<file path="src/verilog/vlu_isa_pkg.sv">
/*
 * Instruction-side types of the vector load unit.
 * Only unit-strided and strided loads exist, and elements are 32-bit words.
 */
package vlu_isa_pkg;

    //==================================================
    // Memory operation kind
    //==================================================
    typedef enum logic {
        OP_UNIT_STRIDED = 1'b0, // Elements are ELEM_BYTES apart
        OP_STRIDED      = 1'b1  // Elements are in_stride_i bytes apart
    } mem_op_e;

    //==================================================
    // Element geometry
    //==================================================
    // Byte distance between consecutive unit-strided elements
    localparam int ELEM_BYTES = 4;

endpackage

</file>
<file path="src/verilog/vlu_mem_pkg.sv">
/*
 * Memory-side defaults and the request ticket layout.
 * The ticket is {row index, lane index}, with the lane index in the low bits.
 */
package vlu_mem_pkg;

    // Defaults taken by the top level
    localparam int DEF_LANES  = 8;
    localparam int DEF_DATA_W = 32;
    localparam int DEF_ADDR_W = 32;
    localparam int DEF_VREG_W = 5;
    localparam int DEF_ROWS   = 2; // Power of two, at least 2

    // Ticket width for a given number of rows and lanes
    function automatic int ticket_w(input int rows, input int lanes);
        return $clog2(rows) + $clog2(lanes);
    endfunction

endpackage

</file>
<file path="src/verilog/vlu_row_if.sv">
/*
 * Link between the sequencer, one row buffer and the writeback arbiter.
 * start and wb_done are single-cycle pulses.
 */
`timescale 1ns/1ps

interface vlu_row_if #(
    parameter int LANES  = vlu_mem_pkg::DEF_LANES,
    parameter int DATA_W = vlu_mem_pkg::DEF_DATA_W,
    parameter int VREG_W = vlu_mem_pkg::DEF_VREG_W
);

    logic                         start;      // Open the row
    logic [LANES-1:0]             start_mask; // Lanes the row must collect
    logic [VREG_W-1:0]            start_dst;
    logic                         free;
    logic                         full;       // All active lanes served
    logic [LANES-1:0][DATA_W-1:0] data;
    logic [LANES-1:0]             mask;
    logic [VREG_W-1:0]            dst;
    logic                         wb_done;

    modport seq_mp (output start, output start_mask, output start_dst, input free);

    modport row_mp (
        input  start, input start_mask, input start_dst, input wb_done,
        output free, output full, output data, output mask, output dst
    );

    modport wb_mp (input full, input data, input mask, input dst, output wb_done);

endinterface

</file>
<file path="src/verilog/vlu_addr_seq.sv">
/*
 * One instruction at a time, vl of at most 4*LANES elements, LANES a power of two.
 * Rows are used in index order; wrapping back to row 0 waits until all rows are free.
 */
`timescale 1ns/1ps

module vlu_addr_seq #(
    parameter int LANES    = vlu_mem_pkg::DEF_LANES,
    parameter int ADDR_W   = vlu_mem_pkg::DEF_ADDR_W,
    parameter int VREG_W   = vlu_mem_pkg::DEF_VREG_W,
    parameter int NUM_ROWS = vlu_mem_pkg::DEF_ROWS
) (
    input  logic                       clk_i,
    input  logic                       rstn_i,
    // Instruction
    input  logic                       in_valid_i,
    output logic                       in_ready_o,
    input  vlu_isa_pkg::mem_op_e       in_op_i,
    input  logic [ADDR_W-1:0]          in_base_i,
    input  logic [ADDR_W-1:0]          in_stride_i,
    input  logic [$clog2(LANES)+2:0]   in_vl_i,   // Up to 4 registers of elements
    input  logic [VREG_W-1:0]          in_dst_i,
    // Memory request
    output logic                       req_valid_o,
    input  logic                       req_grant_i,
    output logic [ADDR_W-1:0]          req_addr_o,
    output logic [vlu_mem_pkg::ticket_w(NUM_ROWS, LANES)-1:0] req_ticket_o,
    output logic                       busy_o,
    // Row control
    vlu_row_if.seq_mp                  rows [NUM_ROWS]
);

    import vlu_isa_pkg::*;

    localparam int ROW_BITS  = $clog2(NUM_ROWS);
    localparam int LANE_BITS = $clog2(LANES);
    localparam int VL_W      = $clog2(LANES) + 3;

    logic                 accept;
    logic                 grant;
    logic                 last_lane;
    logic                 start_ok;
    logic                 row_started_r;  // Current row already opened
    logic [ADDR_W-1:0]    addr_r;
    logic [ADDR_W-1:0]    step_r;
    logic [VL_W-1:0]      remain_r;       // Elements not yet granted
    logic [LANE_BITS-1:0] lane_ptr_r;
    logic [ROW_BITS-1:0]  row_ptr_r;
    logic [VREG_W-1:0]    dst_r;
    logic [LANES-1:0]     row_mask;
    logic [NUM_ROWS-1:0]  row_free;
    logic [NUM_ROWS-1:0]  row_start;

    //==================================================
    // Control flow
    //==================================================
    assign busy_o     = (remain_r != '0) | ~&row_free;
    assign in_ready_o = ~busy_o;
    assign accept     = in_valid_i & in_ready_o;

    // Row 0 waits for every row, so writeback by lowest index stays in row order
    assign start_ok = (row_ptr_r == '0) ? &row_free : row_free[row_ptr_r];

    assign req_valid_o  = (remain_r != '0) & (row_started_r | start_ok);
    assign grant        = req_valid_o & req_grant_i;
    assign req_addr_o   = addr_r;
    assign req_ticket_o = {row_ptr_r, lane_ptr_r};

    assign last_lane = (lane_ptr_r == LANE_BITS'(LANES - 1)) | (remain_r == VL_W'(1));

    // Low min(remain, LANES) lanes are active
    always_comb begin
        for (int i = 0; i < LANES; i++) begin
            row_mask[i] = (remain_r > VL_W'(i));
        end
    end

    always_comb begin
        row_start = '0;
        if ((remain_r != '0) && !row_started_r && start_ok) begin
            row_start[row_ptr_r] = 1'b1;
        end
    end

    for (genvar g = 0; g < NUM_ROWS; g++) begin : g_row
        assign row_free[g]        = rows[g].free;
        assign rows[g].start      = row_start[g];
        assign rows[g].start_mask = row_mask;
        assign rows[g].start_dst  = dst_r;
    end

    //==================================================
    // Expansion state
    //==================================================
    always_ff @(posedge clk_i or negedge rstn_i) begin
        if (!rstn_i) begin
            remain_r      <= '0;
            lane_ptr_r    <= '0;
            row_ptr_r     <= '0;
            row_started_r <= 1'b0;
            dst_r         <= '0;
        end else if (accept) begin
            remain_r   <= in_vl_i;
            lane_ptr_r <= '0;
            dst_r      <= in_dst_i;
        end else begin
            if (grant) begin
                remain_r   <= remain_r - 1'b1;
                lane_ptr_r <= last_lane ? '0 : lane_ptr_r + 1'b1;
                if (last_lane) begin
                    row_ptr_r <= row_ptr_r + 1'b1; // Wraps modulo NUM_ROWS
                    dst_r     <= dst_r + 1'b1;
                end
            end
            if (grant && last_lane) begin
                row_started_r <= 1'b0;
            end else if (|row_start) begin
                row_started_r <= 1'b1;
            end
        end
    end

    // Address only moves on a grant, so it holds while the request waits
    always_ff @(posedge clk_i) begin
        if (accept) begin
            addr_r <= in_base_i;
            step_r <= (in_op_i == OP_UNIT_STRIDED) ? ADDR_W'(ELEM_BYTES) : in_stride_i;
        end else if (grant) begin
            addr_r <= addr_r + step_r;
        end
    end

endmodule

</file>
<file path="src/verilog/vlu_row_buf.sv">
/*
 * One scratchpad row, selected by the row field of the response ticket.
 * A ticket is assumed to have at most one response outstanding.
 */
`timescale 1ns/1ps

module vlu_row_buf #(
    parameter int LANES    = vlu_mem_pkg::DEF_LANES,
    parameter int DATA_W   = vlu_mem_pkg::DEF_DATA_W,
    parameter int VREG_W   = vlu_mem_pkg::DEF_VREG_W,
    parameter int NUM_ROWS = vlu_mem_pkg::DEF_ROWS,
    parameter int ROW_ID   = 0
) (
    input  logic              clk_i,
    input  logic              rstn_i,
    // Broadcast memory responses
    input  logic              resp_valid_i,
    input  logic [vlu_mem_pkg::ticket_w(NUM_ROWS, LANES)-1:0] resp_ticket_i,
    input  logic [DATA_W-1:0] resp_data_i,
    vlu_row_if.row_mp         row
);

    import vlu_mem_pkg::*;

    localparam int ROW_BITS  = $clog2(NUM_ROWS);
    localparam int LANE_BITS = $clog2(LANES);
    localparam int TICKET_W  = ticket_w(NUM_ROWS, LANES);

    logic                         hit;
    logic [LANE_BITS-1:0]         lane;
    logic [LANES-1:0]             active_r;
    logic [LANES-1:0]             served_r;
    logic [VREG_W-1:0]            dst_r;
    logic [LANES-1:0][DATA_W-1:0] data_r;

    // Ticket decode
    assign lane = resp_ticket_i[LANE_BITS-1:0];
    assign hit  = resp_valid_i && (resp_ticket_i[TICKET_W-1:LANE_BITS] == ROW_BITS'(ROW_ID));

    //==================================================
    // Lane tracking
    //==================================================
    always_ff @(posedge clk_i or negedge rstn_i) begin
        if (!rstn_i) begin
            active_r <= '0;
            served_r <= '0;
            dst_r    <= '0;
        end else if (row.wb_done) begin
            active_r <= '0; // Row is free again
            served_r <= '0;
            dst_r    <= '0;
        end else if (row.start) begin
            active_r <= row.start_mask;
            served_r <= '0;
            dst_r    <= row.start_dst;
        end else if (hit) begin
            served_r[lane] <= 1'b1;
        end
    end

    always_ff @(posedge clk_i) begin
        if (hit) begin
            data_r[lane] <= resp_data_i;
        end
    end

    assign row.free = ~|active_r;
    assign row.full = |active_r && (served_r == active_r);
    assign row.data = data_r;
    assign row.mask = active_r;
    assign row.dst  = dst_r;

endmodule

</file>
<file path="src/verilog/vlu_wb_arb.sv">
/*
 * Fixed priority writeback, lowest row index first. Purely combinational.
 */
`timescale 1ns/1ps

module vlu_wb_arb #(
    parameter int LANES    = vlu_mem_pkg::DEF_LANES,
    parameter int DATA_W   = vlu_mem_pkg::DEF_DATA_W,
    parameter int VREG_W   = vlu_mem_pkg::DEF_VREG_W,
    parameter int NUM_ROWS = vlu_mem_pkg::DEF_ROWS
) (
    vlu_row_if.wb_mp                  rows [NUM_ROWS],
    output logic                      wb_req_o,
    input  logic                      wb_grant_i,
    output logic [LANES-1:0]          wb_en_o,
    output logic [VREG_W-1:0]         wb_reg_o,
    output logic [LANES*DATA_W-1:0]   wb_data_o
);

    localparam int SEL_W = $clog2(NUM_ROWS);

    logic                         hit;
    logic [SEL_W-1:0]             sel;
    logic [NUM_ROWS-1:0]          row_full;
    logic [LANES-1:0][DATA_W-1:0] row_data [NUM_ROWS];
    logic [LANES-1:0]             row_mask [NUM_ROWS];
    logic [VREG_W-1:0]            row_dst  [NUM_ROWS];

    for (genvar g = 0; g < NUM_ROWS; g++) begin : g_row
        assign row_full[g]     = rows[g].full;
        assign row_data[g]     = rows[g].data;
        assign row_mask[g]     = rows[g].mask;
        assign row_dst[g]      = rows[g].dst;
        assign rows[g].wb_done = wb_grant_i & hit & (sel == SEL_W'(g));
    end

    // Scan downwards so the lowest full row is left in sel
    always_comb begin
        hit = 1'b0;
        sel = '0;
        for (int i = NUM_ROWS - 1; i >= 0; i--) begin
            if (row_full[i]) begin
                hit = 1'b1;
                sel = SEL_W'(i);
            end
        end
    end

    assign wb_req_o  = hit;
    assign wb_reg_o  = row_dst[sel];
    assign wb_data_o = row_data[sel];
    assign wb_en_o   = row_mask[sel] & {LANES{wb_grant_i & hit}};

endmodule

</file>
<file path="src/verilog/vlu_top.sv">
/*
 * Vector load unit, unit-strided and strided loads of 32-bit elements.
 * NUM_ROWS must be a power of two and at least 2; LANES a power of two.
 */
`timescale 1ns/1ps

module vlu_top #(
    parameter int LANES    = vlu_mem_pkg::DEF_LANES,
    parameter int DATA_W   = vlu_mem_pkg::DEF_DATA_W,
    parameter int ADDR_W   = vlu_mem_pkg::DEF_ADDR_W,
    parameter int VREG_W   = vlu_mem_pkg::DEF_VREG_W,
    parameter int NUM_ROWS = vlu_mem_pkg::DEF_ROWS
) (
    input  logic                     clk_i,
    input  logic                     rstn_i,
    //==================================================
    // Instruction
    //==================================================
    input  logic                     in_valid_i,
    output logic                     in_ready_o,
    input  vlu_isa_pkg::mem_op_e     in_op_i,
    input  logic [ADDR_W-1:0]        in_base_i,
    input  logic [ADDR_W-1:0]        in_stride_i,  // Bytes, strided loads only
    input  logic [$clog2(LANES)+2:0] in_vl_i,
    input  logic [VREG_W-1:0]        in_dst_i,
    //==================================================
    // Memory
    //==================================================
    output logic                     req_valid_o,
    input  logic                     req_grant_i,
    output logic [ADDR_W-1:0]        req_addr_o,
    output logic [vlu_mem_pkg::ticket_w(NUM_ROWS, LANES)-1:0] req_ticket_o,
    input  logic                     resp_valid_i,
    input  logic [vlu_mem_pkg::ticket_w(NUM_ROWS, LANES)-1:0] resp_ticket_i,
    input  logic [DATA_W-1:0]        resp_data_i,
    //==================================================
    // Register file writeback
    //==================================================
    output logic                     wb_req_o,
    input  logic                     wb_grant_i,
    output logic [LANES-1:0]         wb_en_o,
    output logic [VREG_W-1:0]        wb_reg_o,
    output logic [LANES*DATA_W-1:0]  wb_data_o,
    output logic                     busy_o
);

    vlu_row_if #(.LANES(LANES), .DATA_W(DATA_W), .VREG_W(VREG_W)) row_if [NUM_ROWS] ();

    vlu_addr_seq #(
        .LANES(LANES), .ADDR_W(ADDR_W), .VREG_W(VREG_W), .NUM_ROWS(NUM_ROWS)
    ) u_seq (
        .clk_i       (clk_i),
        .rstn_i      (rstn_i),
        .in_valid_i  (in_valid_i),
        .in_ready_o  (in_ready_o),
        .in_op_i     (in_op_i),
        .in_base_i   (in_base_i),
        .in_stride_i (in_stride_i),
        .in_vl_i     (in_vl_i),
        .in_dst_i    (in_dst_i),
        .req_valid_o (req_valid_o),
        .req_grant_i (req_grant_i),
        .req_addr_o  (req_addr_o),
        .req_ticket_o(req_ticket_o),
        .busy_o      (busy_o),
        .rows        (row_if)
    );

    // One scratchpad row per row interface
    for (genvar g = 0; g < NUM_ROWS; g++) begin : g_row
        vlu_row_buf #(
            .LANES(LANES), .DATA_W(DATA_W), .VREG_W(VREG_W),
            .NUM_ROWS(NUM_ROWS), .ROW_ID(g)
        ) u_row (
            .clk_i        (clk_i),
            .rstn_i       (rstn_i),
            .resp_valid_i (resp_valid_i),
            .resp_ticket_i(resp_ticket_i),
            .resp_data_i  (resp_data_i),
            .row          (row_if[g])
        );
    end

    vlu_wb_arb #(
        .LANES(LANES), .DATA_W(DATA_W), .VREG_W(VREG_W), .NUM_ROWS(NUM_ROWS)
    ) u_wb (
        .rows      (row_if),
        .wb_req_o  (wb_req_o),
        .wb_grant_i(wb_grant_i),
        .wb_en_o   (wb_en_o),
        .wb_reg_o  (wb_reg_o),
        .wb_data_o (wb_data_o)
    );

endmodule

</file>
<file path="config.mk">
export PLATFORM = sky130hd
export DESIGN_NAME = vlu_top
export DESIGN_NICKNAME = d
export VERILOG_FILES = /design/src/verilog/vlu_isa_pkg.sv /design/src/verilog/vlu_mem_pkg.sv /design/src/verilog/vlu_row_if.sv /design/src/verilog/vlu_addr_seq.sv /design/src/verilog/vlu_row_buf.sv /design/src/verilog/vlu_wb_arb.sv /design/src/verilog/vlu_top.sv
export SDC_FILE = /design/constraint.sdc
export NUM_CORES = 1
export LEC_CHECK = 0
export ABC_AREA = 1
export ABC_CLOCK_PERIOD_IN_PS = 2600
export BUFFER_PORTS_ARGS = -buffer_cell sky130_fd_sc_hd__buf_4
export CORE_MARGIN = 1.5
export CORE_UTILIZATION = 25
export CTS_CLUSTER_SIZE = 30
export DETAILED_ROUTE_END_ITERATION = 10
export GPL_ROUTABILITY_DRIVEN = 0
export GPL_TIMING_DRIVEN = 0
export PLACE_DENSITY = 0.47
export SLEW_MARGIN = 20
export SYNTH_ARGS = -nofsm -noshare
export SYNTH_HDL_FRONTEND = slang
export SYNTH_SLANG_ARGS = --single-unit
</file>
<file path="constraint.sdc">
create_clock -name clk_i -period 2.6 [get_ports clk_i]
set_clock_uncertainty 0.1 [all_clocks]
set_input_delay 0.26 -clock clk_i [delete_from_list [all_inputs] [get_ports clk_i]]
set_output_delay 0.26 -clock clk_i [all_outputs]
set_load 0.02 [all_outputs]
</file>
==> results.py <==
metrics = {
    "floorplan": {
        "rows": 121,
        "core_area_um2": 108700,
        "die_h_um": 333.8,
        "initial_utilization_pct": 25.16,
        "io_pins": 427,
        "die_x_um": 333.8,
        "fp.dieArea_um2": 111400,
    },
    "clock_tree": {
        "htree_levels": 3,
        "cts_tree": "yes",
        "clk_pin_slew_ps": 60,
        "clkSinkCount": 634,
        "cts_buffers": 77,
        "clkLatencyLatePin_ps": 670,
        "clock-root-buffer": "clkbuf_16",
        "cts_buffer_depth": 3,
    },
    "pwr": {
        "vdd_drop_max_mv": 0.4509,
        "p_leak_nw": 16.24,
        "powerDensity_nw_per_um2": 640.0,
    },
    "timing": {
        "rsz0062_at_grt": "yes",
        "period_needed_ps": 3053,
        "fmax_mhz": 327.6,
        "slew_viol_final": 0,
        "finalHoldViolCount": 0,
        "tightestPinTransition_ps": 800.0,
        "timing.slew.headroom_pct": 46.67,
        "finalSetupViolCount": 344,
        "worst_slack_ps": -452.9,
        "fin_crit_sh_pct": 117.4,
    },
    "cells_and_area": {
        "multi_input_area_um2": 8318,
        "fin_area_um2": 39130,
        "finalNetCount": 3358,
        "final_common_cell": "nand2_1",
        "area.growth.synth_to_final_pct": 43.04,
        "register_area_um2": 18750,
        "layout_common_cells": "801 x nand2_1, 576 x edfxtp_1, 379 x buf_4",
        "fillCellCount": 10860,
        "drive_gt1_share_pct": 27.98,
        "finalNonFillerCells": 4679,
    },
    "setup_path": {
        "slowest_stage": "dfrtp_1",
        "end_kind": "output port",
        "cp_max_fo": 10,
        "crit_path_start_kind": "register",
        "crit_chain": "xor2_1, nor2_1, nand3_2, nor2_4, bufbuf_16, nand3_4, buf_8, o21ai_2, buf_4",
        "critPathKind": "register to output port",
        "worstPathRequired_ps": 2240,
        "cpPeakStageDelay_ps": 430,
        "cp.arrival_ps": 2690,
    },
    "routing": {
        "drc": 0,
        "post_drt_wl_per_cell_um": 21.45,
        "avgViaCountPerCell": 4.390,
        "dr.first_iter.drc_count": 1305,
        "vias": 20540,
        "totalWireLength_um": 100400,
        "dr.pass1.iters": 5,
        "ant_nets": 0,
    },
    "synthesis": {
        "synth_flop_cell": "edfxtp_1",
        "yosysUniqueCellTypes": 38,
        "synth_warnings": 0,
        "syn-mean-instance-area_um2": 10.83,
        "synthArstFlopShare_pct": 9.148,
        "synth_edf_count": 576,
        "netlist_area_um2": 27350,
        "synth_cells": 2525,
        "ys_ff_latch": 634,
        "yosysSeqAreaShare_pct": 68.54,
        "synth_nets": 2682,
    },
    "hold_path": {
        "hp-class": "input pin to register",
    },
    "grt": {
        "grt_first_pass_wirelength_um": 139600,
        "grt.total_usage_pct": 17.38,
        "grt_max_degree": 59,
        "grt_pass1_vias": 20170,
        "antenna_found_initial": 6,
        "overflow": 0,
    },
    "placement": {
        "dp.cells": 4387,
        "dpl_worst_slack_ps": -224.5,
        "port_buffers": 426,
        "dpl-instance-area_um2": 32980,
        "hpwl_um": 70580,
    },
    "run_status": {
        "outcome": "complete, but fails checks",
        "violations": "setup timing",
    },
    "job": {
        "maxCapViolations": 0,
    },
}
==> cells by family (layout without fill, tap and decap cells) <==
family                   after synthesis  after routing  synth area share, %
AO/OA/AOI/OAI                         78             78                1.509
XOR/XNOR                              36             36                1.153
adder cells (fa/ha/maj)               39             39                1.811
buffers and inverters                313           1050                5.086
flip-flops                           634            634                68.54
other                                  0              2                    0
AND/OR/NAND/NOR                     1425           1426                21.90
==> cells in the mapped netlist (4+ instances only) <==
cell,count,area share [%]
nand3_1,344,6.3
nand3b_1,4,0.11
nor2_1,102,1.4
buf_2,52,0.95
nor2_4,5,0.21
a21oi_1,22,0.40
buf_4,33,0.91
nand4_1,9,0.21
xnor2_1,21,0.67
clkbuf_1,15,0.21
o21ai_1,12,0.22
edfxtp_1,576,63
inv_1,204,2.8
dfrtp_1,58,5.3
o21ai_0,36,0.66
nor3_1,13,0.24
ha_1,38,1.7
xor2_1,15,0.48
inv_2,5,0.069
nand2_1,930,13
==> worst paths after layout <==
kind                                            start                      endpoint  slack (ps)  depth (start not counted)
max                        g_row[1].u_row.row.mask[3]                    wb_en_o[6]        -450                          9
min                                  resp_ticket_i[1]  g_row[0].u_row.row.data[154]         120                          4
max reg2reg                         u_seq.remain_r[0]          u_seq.req_addr_o[28]        -100                          7
min reg2reg                 g_row[1].u_row.row.dst[2]     g_row[1].u_row.row.dst[2]         400                          2
max in group asynchronous                      rstn_i    g_row[1].u_row.row.mask[4]        1670                          2
min in group asynchronous                      rstn_i             u_seq.remain_r[3]         160                          2
==> stage by stage <==
step | hold WS [ps] | TNS, ps | power [mW] | util [%]
6_report | 119.3 | -100550 | 25.04 | 35.99
3_5_place_dp | 304.4 | -18760 | 14.11 | 30.34
2_1_floorplan | -135.6 | 0 | 12.98 | -
5_1_grt | 111.4 | -162970 | 25.98 | 35.99
4_1_cts | 69.12 | -133350 | 25.21 | 34.40
3_3_place_gp | 308.3 | -831280 | 14.04 | 29.73
==> power by group <==
| group | switching (mW) | internal, mW | total [mW] |
|---|---|---|---|
| sequential | 0.245 | 11.5 | 11.8 |
| clock | 4.55 | 6.23 | 10.8 |
| combinational | 1.53 | 0.970 | 2.50 |
==> layer usage <==
layer / global-route usage [%] / wire length, um / share of wire (%) / up-vias
li1: - / - / - / 9841
met1: 21.51 / 41800 / 42 / 10030
met2: 30.16 / 50200 / 50 / 557
met3: 4.169 / 6231 / 6.2 / 112
met4: 4.662 / 2118 / 2.1 / 4
met5: 0 / 19 / 0.019 / -
==> critical path: cells and delay by family, from the launching register on <==
family | cells | cell delay, ps
buf+inv | 3 | 680
xor+xnor | 1 | 170
flops | 1 | 430
simple gates | 4 | 580
compound gates | 1 | 170
==> sequential cells by signal, summed over array words and instances, names as in the netlist <==
name / flops
u_seq.req_addr_o: 32
g_row.u_row.row.mask: 16
u_seq.row_started_r: 1
g_row.u_row.row.dst: 10
u_seq.lane_ptr_r: 3
u_seq.rows.start_dst: 5
u_seq.row_ptr_r: 1
g_row.u_row.served_r: 16
g_row.u_row.row.data: 512
u_seq.remain_r: 6
u_seq.step_r: 32
==> area by class of cell <==
cell class	count	area share, %
timing repair buffer	597	14.76
sequential	634	47.92
inverter	210	2.027
multi-input combinational	1579	21.26
buffer	102	3.009
antenna	2	0.01279
clock buffer	98	5.203
clock inverter	43	1.286
tap	1414	4.522
==> what timing repair did <==
item | CTS | global route
resized for setup | 172 | 346
setup endpoints to repair | 356 | 367
pin swaps | 7 | 44
cloned | 4 | 11
buffers inserted | 12 | 8
hold endpoints to repair | 655 | 0
hold buffers | 115 | 0
Note: power is estimated with default switching activity, not from simulation.
